--- src/logic/ex_cfg.svh ---
`ifndef EX_CFG_SVH
`define EX_CFG_SVH

// Data path word.
`define EX_DATA_W 32

// Destination register index.
`define EX_ADDR_W 5

// Operation code from decode.
`define EX_OP_W 8

// Result group select.
`define EX_SEL_W 3

// Shift amount, low bits of reg1.
`define EX_SHAMT_W 5

`endif
--- src/logic/ex_pkg.sv ---
`include "ex_cfg.svh"

package ex_pkg;

    // Operation codes, decode-compatible encodings.
    typedef enum logic [`EX_OP_W-1:0] {
        OP_NOP   = 8'h00,
        OP_OR    = 8'h25, OP_ORI   = 8'h5A,
        OP_AND   = 8'h24, OP_ANDI  = 8'h59,
        OP_XOR   = 8'h26, OP_XORI  = 8'h5B,
        OP_NOR   = 8'h27,
        OP_SLL   = 8'h7C, OP_SLLV  = 8'h04,
        OP_SRL   = 8'h02, OP_SRLV  = 8'h06,
        OP_SRA   = 8'h03, OP_SRAV  = 8'h07,
        OP_ADD   = 8'h20, OP_ADDI  = 8'h55,
        OP_ADDU  = 8'h21, OP_ADDIU = 8'h56,
        OP_SUB   = 8'h22, OP_SUBU  = 8'h23,
        OP_SLT   = 8'h2A, OP_SLTI  = 8'h57,
        OP_SLTU  = 8'h2B, OP_SLTIU = 8'h58,
        OP_CLZ   = 8'hB0, OP_CLO   = 8'hB1,
        OP_MOVZ  = 8'h0A, OP_MOVN  = 8'h0B,
        OP_MFHI  = 8'h10, OP_MTHI  = 8'h11,
        OP_MFLO  = 8'h12, OP_MTLO  = 8'h13,
        OP_MULT  = 8'h18, OP_MULTU = 8'h19,
        OP_MUL   = 8'hA9,
        OP_JAL   = 8'h50, OP_JALR  = 8'h09
    } aluop_e;

    // Result group.
    typedef enum logic [`EX_SEL_W-1:0] {
        SEL_NOP   = 3'd0,
        SEL_LOGIC = 3'd1,
        SEL_SHIFT = 3'd2,
        SEL_MOVE  = 3'd3,
        SEL_ARITH = 3'd4,
        SEL_MUL   = 3'd5,
        SEL_LINK  = 3'd6
    } alusel_e;

    // HI/LO pair, seen as one product or as two words.
    typedef union packed {
        logic [2*`EX_DATA_W-1:0] prod;
        struct packed {
            logic [`EX_DATA_W-1:0] hi;
            logic [`EX_DATA_W-1:0] lo;
        } half;
    } hilo_t;

endpackage

--- src/logic/ex_stage.sv ---
`timescale 1ns/1ns
`include "ex_cfg.svh"

module ex_stage import ex_pkg::*; (
    input  logic                  clk,
    input  logic                  rst_n_i,
    input  aluop_e                aluop_i,
    input  alusel_e               alusel_i,
    input  logic [`EX_DATA_W-1:0] reg1_i,
    input  logic [`EX_DATA_W-1:0] reg2_i,
    input  logic [`EX_ADDR_W-1:0] wd_i,
    input  logic                  wreg_i,
    input  logic [`EX_DATA_W-1:0] link_address_i,
    output logic [`EX_ADDR_W-1:0] wd_o,
    output logic                  wreg_o,
    output logic [`EX_DATA_W-1:0] wdata_o,
    output logic                  whilo_o,
    output logic [`EX_DATA_W-1:0] hi_o,
    output logic [`EX_DATA_W-1:0] lo_o
);

    logic [`EX_DATA_W-1:0] logic_res;
    logic [`EX_DATA_W-1:0] shift_res;
    logic [`EX_DATA_W-1:0] arith_res;
    logic [`EX_DATA_W-1:0] move_res;
    logic [`EX_DATA_W-1:0] hi_fwd;
    logic [`EX_DATA_W-1:0] lo_fwd;
    logic [`EX_DATA_W-1:0] wdata_d;
    logic                  ov;
    logic                  ov_trap;
    logic                  wreg_d;
    logic                  whilo_d;
    hilo_t                 prod;
    hilo_t                 hilo_d;
    hilo_t                 hilo_q;

    alu_int i_alu_int (
        .aluop_i (aluop_i),
        .reg1_i  (reg1_i),
        .reg2_i  (reg2_i),
        .logic_o (logic_res),
        .shift_o (shift_res),
        .arith_o (arith_res),
        .ov_o    (ov)
    );

    mul_unit i_mul_unit (
        .aluop_i (aluop_i),
        .reg1_i  (reg1_i),
        .reg2_i  (reg2_i),
        .prod_o  (prod)
    );

    hilo_file i_hilo_file (
        .clk     (clk),
        .rst_n_i (rst_n_i),
        .we_i    (whilo_o),
        .hilo_i  (hilo_q),
        .hi_rd_o (hi_fwd),
        .lo_rd_o (lo_fwd)
    );

    always_comb begin
        case (aluop_i)
            OP_MFHI:          move_res = hi_fwd;
            OP_MFLO:          move_res = lo_fwd;
            OP_MOVN, OP_MOVZ: move_res = reg1_i;
            default:          move_res = '0;
        endcase
    end

    always_comb begin
        case (alusel_i)
            SEL_LOGIC: wdata_d = logic_res;
            SEL_SHIFT: wdata_d = shift_res;
            SEL_ARITH: wdata_d = arith_res;
            SEL_MOVE:  wdata_d = move_res;
            SEL_MUL:   wdata_d = prod.half.lo;
            SEL_LINK:  wdata_d = link_address_i;
            default:   wdata_d = '0;
        endcase
    end

    // Only the trapping adds and subtract drop the write.
    assign ov_trap = ov && ((aluop_i == OP_ADD) || (aluop_i == OP_ADDI) || (aluop_i == OP_SUB));
    assign wreg_d = wreg_i && !ov_trap;

    always_comb begin
        whilo_d = 1'b1;
        case (aluop_i)
            OP_MULT, OP_MULTU: begin
                hilo_d = prod;
            end
            OP_MTHI: begin
                hilo_d.half.hi = reg1_i;
                hilo_d.half.lo = lo_fwd;
            end
            OP_MTLO: begin
                hilo_d.half.hi = hi_fwd;
                hilo_d.half.lo = reg1_i;
            end
            default: begin
                whilo_d = 1'b0;
                hilo_d = '0;
            end
        endcase
    end

    // EX/MEM boundary.
    always_ff @(posedge clk or negedge rst_n_i) begin
        if (!rst_n_i) begin
            wd_o    <= '0;
            wreg_o  <= 1'b0;
            wdata_o <= '0;
            whilo_o <= 1'b0;
            hilo_q  <= '0;
        end else begin
            wd_o    <= wd_i;
            wreg_o  <= wreg_d;
            wdata_o <= wdata_d;
            whilo_o <= whilo_d;
            hilo_q  <= hilo_d;
        end
    end

    assign hi_o = hilo_q.half.hi;
    assign lo_o = hilo_q.half.lo;

endmodule

--- src/logic/hilo_file.sv ---
`timescale 1ns/1ns
`include "ex_cfg.svh"

module hilo_file import ex_pkg::*; (
    input  logic                  clk,
    input  logic                  rst_n_i,
    input  logic                  we_i,
    input  hilo_t                 hilo_i,
    output logic [`EX_DATA_W-1:0] hi_rd_o,
    output logic [`EX_DATA_W-1:0] lo_rd_o
);

    hilo_t hilo_q;
    hilo_t hilo_rd;

    // Architectural HI and LO, always written as a pair.
    always_ff @(posedge clk or negedge rst_n_i) begin
        if (!rst_n_i) begin
            hilo_q <= '0;
        end else if (we_i) begin
            hilo_q <= hilo_i;
        end
    end

    // Pending write bypasses the stored pair.
    assign hilo_rd = we_i ? hilo_i : hilo_q;

    assign hi_rd_o = hilo_rd.half.hi;
    assign lo_rd_o = hilo_rd.half.lo;

endmodule

--- src/logic/mul_unit.sv ---
`timescale 1ns/1ns
`include "ex_cfg.svh"

module mul_unit import ex_pkg::*; (
    input  aluop_e                aluop_i,
    input  logic [`EX_DATA_W-1:0] reg1_i,
    input  logic [`EX_DATA_W-1:0] reg2_i,
    output hilo_t                 prod_o
);

    localparam int W = `EX_DATA_W;

    logic           signed_op;
    logic           neg_res;
    logic [W-1:0]   mag1;
    logic [W-1:0]   mag2;
    logic [2*W-1:0] mag_prod;

    assign signed_op = (aluop_i == OP_MUL) || (aluop_i == OP_MULT);

    // Sign-magnitude multiply for the signed forms.
    assign mag1 = (signed_op && reg1_i[W-1]) ? (~reg1_i + 1'b1) : reg1_i;
    assign mag2 = (signed_op && reg2_i[W-1]) ? (~reg2_i + 1'b1) : reg2_i;
    assign mag_prod = {{W{1'b0}}, mag1} * {{W{1'b0}}, mag2};

    assign neg_res = signed_op && (reg1_i[W-1] ^ reg2_i[W-1]);

    always_comb begin
        if (neg_res) begin
            prod_o.prod = ~mag_prod + 1'b1;
        end else begin
            prod_o.prod = mag_prod;
        end
    end

endmodule

--- src/logic/alu_int.sv ---
`timescale 1ns/1ns
`include "ex_cfg.svh"

module alu_int import ex_pkg::*; (
    input  aluop_e                aluop_i,
    input  logic [`EX_DATA_W-1:0] reg1_i,
    input  logic [`EX_DATA_W-1:0] reg2_i,
    output logic [`EX_DATA_W-1:0] logic_o,
    output logic [`EX_DATA_W-1:0] shift_o,
    output logic [`EX_DATA_W-1:0] arith_o,
    output logic                  ov_o
);

    localparam int W = `EX_DATA_W;

    logic [`EX_SHAMT_W-1:0] shamt;
    logic                   is_sub;
    logic [W-1:0]           reg2_mux;
    logic [W-1:0]           sum;
    logic                   lt_signed;
    logic                   lt_unsigned;
    logic [5:0]             clz_cnt;
    logic [5:0]             clo_cnt;

    // Highest set bit wins, 32 when the word is zero.
    function automatic logic [5:0] lead_zeros(input logic [W-1:0] word);
        logic [5:0] n;
        n = 6'd32;
        for (int i = 0; i < W; i++) begin
            if (word[i]) begin
                n = 6'(W - 1 - i);
            end
        end
        return n;
    endfunction

    always_comb begin
        case (aluop_i)
            OP_OR, OP_ORI:   logic_o = reg1_i | reg2_i;
            OP_AND, OP_ANDI: logic_o = reg1_i & reg2_i;
            OP_XOR, OP_XORI: logic_o = reg1_i ^ reg2_i;
            OP_NOR:          logic_o = ~(reg1_i | reg2_i);
            default:         logic_o = '0;
        endcase
    end

    assign shamt = reg1_i[`EX_SHAMT_W-1:0];

    always_comb begin
        case (aluop_i)
            OP_SLL, OP_SLLV: shift_o = reg2_i << shamt;
            OP_SRL, OP_SRLV: shift_o = reg2_i >> shamt;
            OP_SRA, OP_SRAV: shift_o = $unsigned($signed(reg2_i) >>> shamt);
            default:         shift_o = '0;
        endcase
    end

    // Subtract and SLT share the adder with reg2 negated.
    assign is_sub = (aluop_i == OP_SUB) || (aluop_i == OP_SUBU) ||
                    (aluop_i == OP_SLT) || (aluop_i == OP_SLTI);
    assign reg2_mux = is_sub ? (~reg2_i + 1'b1) : reg2_i;
    assign sum = reg1_i + reg2_mux;

    // Operand signs agree (after the subtract flip) but the sum sign differs.
    assign ov_o = (reg1_i[W-1] == (reg2_i[W-1] ^ is_sub)) && (sum[W-1] != reg1_i[W-1]);

    assign lt_signed = sum[W-1] ^ ov_o;
    assign lt_unsigned = reg1_i < reg2_i;

    assign clz_cnt = lead_zeros(reg1_i);
    assign clo_cnt = lead_zeros(~reg1_i);

    always_comb begin
        case (aluop_i)
            OP_SLT, OP_SLTI: begin
                arith_o = {{(W-1){1'b0}}, lt_signed};
            end
            OP_SLTU, OP_SLTIU: begin
                arith_o = {{(W-1){1'b0}}, lt_unsigned};
            end
            OP_ADD, OP_ADDI, OP_ADDU, OP_ADDIU, OP_SUB, OP_SUBU: begin
                arith_o = sum;
            end
            OP_CLZ: begin
                arith_o = {{(W-6){1'b0}}, clz_cnt};
            end
            OP_CLO: begin
                arith_o = {{(W-6){1'b0}}, clo_cnt};
            end
            default: begin
                arith_o = '0;
            end
        endcase
    end

endmodule

--- config.mk ---
export PLATFORM = sky130hd
export DESIGN_NAME = ex_stage
export DESIGN_NICKNAME = d
export VERILOG_FILES = /design/src/logic/ex_pkg.sv /design/src/logic/ex_stage.sv /design/src/logic/hilo_file.sv /design/src/logic/mul_unit.sv /design/src/logic/alu_int.sv
export VERILOG_INCLUDE_DIRS = /design/src /design/src/logic
export SDC_FILE = /design/constraint.sdc
export NUM_CORES = 2
export LEC_CHECK = 0
export BUFFER_PORTS_ARGS = -buffer_cell sky130_fd_sc_hd__buf_2
export CAP_MARGIN = 20
export CELL_PAD_IN_SITES_DETAIL_PLACEMENT = 0
export CELL_PAD_IN_SITES_GLOBAL_PLACEMENT = 1
export CORE_MARGIN = 3
export CORE_UTILIZATION = 50
export CTS_CLUSTER_DIAMETER = 80
export DETAILED_ROUTE_END_ITERATION = 10
export GPL_TIMING_DRIVEN = 0
export PLACE_DENSITY_LB_ADDON = 0.1
export SLEW_MARGIN = 0
export SYNTH_ARGS = -nofsm -noshare
export SYNTH_HDL_FRONTEND = slang
export SYNTH_SLANG_ARGS = --single-unit
--- constraint.sdc ---
create_clock -name clk -period 3.8 [get_ports clk]
set_clock_uncertainty 0.2 [all_clocks]
set_input_delay 0.38 -clock clk [delete_from_list [all_inputs] [get_ports clk]]
set_output_delay 0.38 -clock clk [all_outputs]
set_load 0.005 [all_outputs]
==> results_dict.tcl <==
set metrics [dict create \
    place.detailed.hpwl_mm 223 \
    placementRows 117 \
    ant_nets 0 \
    insertion_delay_ns 0.44 \
    vias_in_the_first_global_route 54400 \
    place_congestion 1.15 \
    worst_ep_arrival_time_ns 11.24 \
    io_buffer_count 214 \
    fin_crit_sh_pct 293 \
    yosys_warnings 0 \
    initial_drc_count 8633 \
    wl_met3_mm 46.0 \
    cts.clk_slew.worst_paths_ns 0.08 \
    synth.net_count 7700 \
    synth_cell_type_count 102 \
    seq_area_frac_synth_pct 8.02 \
    avg_wl_per_cell_um 33.8 \
    setup.worst_path.start_class "primary input" \
    worstReg2RegStart "whilo_o$_DFF_PN0_" \
    setup_repair_after_global_routing_missed_its_margin "yes" \
    post_drt_via_cell_ratio 6.64 \
    tightest_slew_ns 1.53 \
    synth_area_sq_um 52100 \
    synth-edff-count 0 \
    path_buf_inv 12 \
    global_route.usage.total_pct 51.0 \
    n_fill_cell 8363 \
    max_cap_violations 0 \
    met2_wirelength_mm 113 \
    final_core_density_pct 64.6 \
    clock-root-buffer "sky130_fd_sc_hd__clkbuf_16" \
    die_x_um 329 \
    clock-sinks 167 \
    hold-worst-slack_ns 0.0192 \
    grt_start_max_net_pins 85 \
    post-place-ws_ns -10.04 \
    synth_async_reset_ratio_pct 100 \
    yosys_register_bits 167 \
    htreeDepth 4 \
    critical_path.top_delay_family "adder cells" \
    floorplan.die.height_um 329 \
    crit_type "primary input to flop" \
    setup_viol 95 \
    starting_density_pct 50.8 \
    synth_top_flop_cell "sky130_fd_sc_hd__dfrtp_1" \
    cp.depth 38 \
    outcome "finished with violations" \
    layout-area-overhead-vs-synth_pct 27.3 \
    finalNonFillerCells 8345 \
    core_area_sq_um 103000 \
    critical-path-slowest-cell "sky130_fd_sc_hd__fa_2" \
    cts_made_buffers 17 \
    post_synth_inst_count 6290 \
    timing.hold.worst.start "link_address_i[10]" \
    slew-limit-headroom_pct -2.03 \
    grt_pass1_wl_mm 389 \
    cp.required_ns 3.90 \
    crit_path_start "reg2_i[13]" \
    ios 218 \
    wire_length_on_met1_mm 97.3 \
    endpoint_kind "flop" \
    routed_wl_mm 282 \
    tritoncts "done" \
    cell_repeated_most_along_the_worst_path "sky130_fd_sc_hd__fa_1" \
    failed_checks "max-slew violations, negative setup slack" \
    antenna_found_initial 34 \
    fmax_ghz 0.0897 \
    remaining_global_route_overflow 0 \
    place.detailed.instances 7920 \
    vias 55400 \
    clock_tree.buffer_depth 2 \
    worst_slack_ns -7.35 \
    drt_drc_violations_left 0 \
    post_route_cells_drive_above_1_share_pct 24.3 \
    routed.top_layer "met5" \
    r2r_cells 8 \
    max_stage_delay_ns 0.63 \
    worst-path-max-fanout 10 \
    maxSlewViolCount 1 \
    finalCriticalPeriod_ns 11.15 \
    dieArea_sq_um 108000 \
    whs_path_depth 3 \
    final-hold-violation-count 0 \
    holdCritPathClass "primary input to flop" \
    mean_cell_area_of_the_mapped_netlist_sq_um 8.28 \
    num-nets-final 8344 \
    first_pass_iteration_count_of_the_detailed_router 8 \
]
==> flip-flops by register name, indices dropped and copies added (netlist names) <==
| signal | count |
|---|---|
| whilo_o | 1 |
| i_hilo_file.hilo_q | 64 |
| hilo_q | 64 |
| wd_o | 5 |
| wreg_o | 1 |
| wdata_o | 32 |
==> tightest hold or removal path, delay by kind of cell <==
family / cells / cell delay [ns]
AOI/OAI and AO/OA: 2 / 0.16
buffers and inverters: 1 / 0.09
==> metal layers <==
metal,vias up,GRT usage (%)
met3,1487,25.3
met1,27400,61.8
met2,4930,71.1
li1,21600,-
met4,14,33.7
met5,-,1.54
==> cell usage in the layout (no fill, tap or decap), types with 48 or more instances in the layout <==
cell type / netlist / routed
sky130_fd_sc_hd__inv_1: 1017 / 987
sky130_fd_sc_hd__fa_1: 897 / 839
sky130_fd_sc_hd__nor2_1: 816 / 773
sky130_fd_sc_hd__nand2_1: 745 / 711
sky130_fd_sc_hd__ha_1: 398 / 352
sky130_fd_sc_hd__buf_4: 3 / 288
sky130_fd_sc_hd__buf_2: 18 / 225
sky130_fd_sc_hd__o21ai_0: 291 / 182
sky130_fd_sc_hd__dfrtp_1: 167 / 167
sky130_fd_sc_hd__a21oi_1: 202 / 159
sky130_fd_sc_hd__clkbuf_1: 319 / 127
sky130_fd_sc_hd__mux2i_1: 115 / 112
sky130_fd_sc_hd__buf_6: 3 / 90
sky130_fd_sc_hd__xnor2_1: 205 / 79
sky130_fd_sc_hd__xnor2_2: 1 / 73
sky130_fd_sc_hd__mux2_2: 73 / 73
sky130_fd_sc_hd__a22oi_1: 71 / 70
sky130_fd_sc_hd__o21ai_1: 21 / 60
sky130_fd_sc_hd__clkbuf_2: 0 / 59
sky130_fd_sc_hd__fa_2: 0 / 58
sky130_fd_sc_hd__xnor2_4: 1 / 56
sky130_fd_sc_hd__clkbuf_4: 0 / 54
sky130_fd_sc_hd__o21ai_2: 0 / 48
==> cells by family (layout without fill, tap and decap cells) <==
logic type | after synthesis | count (layout) | share of synthesized area, %
buffers and inverters | 1395 | 2051 | 10.2
other | 0 | 30 | 0
multiplexers | 199 | 199 | 4.26
adder cells (fa/ha/maj) | 1295 | 1295 | 44.0
AO/OA/AOI/OAI | 1059 | 1059 | 13.5
XOR/XNOR | 262 | 263 | 4.46
AND/OR/NAND/NOR | 1913 | 1913 | 15.6
flip-flops | 167 | 167 | 8.02
==> per-stage QoR <==
step	instance area [sq um]	TNS, ns
after global placement	55700	-848.53
after CTS	64700	-522.69
after detailed placement	56400	-775.79
after floorplan	52900	-462.64
final	66300	-543.39
after global routing	66300	-552.40
==> synth_stat cells (7+ instances only) <==
cell	number	area share, %
sky130_fd_sc_hd__xnor2_1	205	3.4
sky130_fd_sc_hd__buf_2	18	0.17
sky130_fd_sc_hd__mux2i_1	115	2.2
sky130_fd_sc_hd__o211ai_1	32	0.46
sky130_fd_sc_hd__o21a_1	17	0.25
sky130_fd_sc_hd__a311oi_1	9	0.15
sky130_fd_sc_hd__a21oi_2	7	0.12
sky130_fd_sc_hd__nor2b_1	30	0.36
sky130_fd_sc_hd__o221ai_1	53	0.89
sky130_fd_sc_hd__fa_1	897	34
sky130_fd_sc_hd__ha_1	398	9.6
sky130_fd_sc_hd__dfrtp_1	167	8.0
sky130_fd_sc_hd__and4_1	9	0.15
sky130_fd_sc_hd__a41oi_1	7	0.12
sky130_fd_sc_hd__o21bai_1	23	0.33
sky130_fd_sc_hd__o21ai_1	21	0.20
sky130_fd_sc_hd__o31ai_1	29	0.42
sky130_fd_sc_hd__a211oi_1	41	0.59
sky130_fd_sc_hd__a21o_1	41	0.59
sky130_fd_sc_hd__a222oi_1	35	0.67
sky130_fd_sc_hd__a221oi_1	31	0.52
sky130_fd_sc_hd__o21ai_0	291	2.8
sky130_fd_sc_hd__a21oi_1	202	1.9
sky130_fd_sc_hd__nand4_1	39	0.47
sky130_fd_sc_hd__clkbuf_1	319	2.3
sky130_fd_sc_hd__nor4_1	24	0.29
sky130_fd_sc_hd__nor3_1	63	0.61
sky130_fd_sc_hd__or3_1	27	0.32
sky130_fd_sc_hd__mux2_2	73	1.6
sky130_fd_sc_hd__nand3_1	32	0.31
sky130_fd_sc_hd__a2111oi_0	11	0.18
sky130_fd_sc_hd__o22ai_1	21	0.25
sky130_fd_sc_hd__and2_1	23	0.28
sky130_fd_sc_hd__nand2b_1	22	0.26
sky130_fd_sc_hd__nor2_1	816	5.9
sky130_fd_sc_hd__nand2_1	745	5.4
sky130_fd_sc_hd__inv_1	1017	7.3
sky130_fd_sc_hd__or2_2	14	0.17
sky130_fd_sc_hd__a22oi_1	71	1.0
sky130_fd_sc_hd__xor2_1	55	0.92
sky130_fd_sc_hd__mux4_2	11	0.48
sky130_fd_sc_hd__a31oi_1	37	0.44
sky130_fd_sc_hd__buf_1	29	0.21
sky130_fd_sc_hd__and3_1	21	0.25
==> area by class of cell <==
type	count	area, sq um	area share, %
repair buffers	638	5210	7.86
multi-input cells	4729	48100	72.5
clock buffers	17	425	0.641
flip-flops and latches	167	4180	6.30
plain buffers	358	2610	3.93
well taps	1368	1710	2.58
clock inverters	15	159	0.240
diodes	30	75.1	0.113
inverters	1023	3870	5.84
==> final timing paths <==
kind                                                          to  slack (ns)
worst max-delay path                        hilo_q[61]$_DFF_PN0_       -7.35
max in group asynchronous                  wdata_o[27]$_DFF_PN0_        2.17
min in group asynchronous                      wd_o[2]$_DFF_PN0_        0.34
worst max register to register             wdata_o[21]$_DFF_PN0_       -1.43
worst min register to register  i_hilo_file.hilo_q[10]$_DFF_PN0_        0.32
worst min-delay path                       wdata_o[10]$_DFF_PN0_        0.02
==> what timing repair did <==
item | CTS | global route
setup buffers | 293 | 70
hold endpoints to repair | 89 | 0
hold buffers | 7 | 0
pin swaps | 274 | 144
gates resized for setup | 1145 | 208
endpoints found under the setup margin | 96 | 95
cloned | 2 | 0
Power is left out: the tool's default activity adds up to more than one toggle a clock period on the data nets, which glitch-free logic cannot reach.
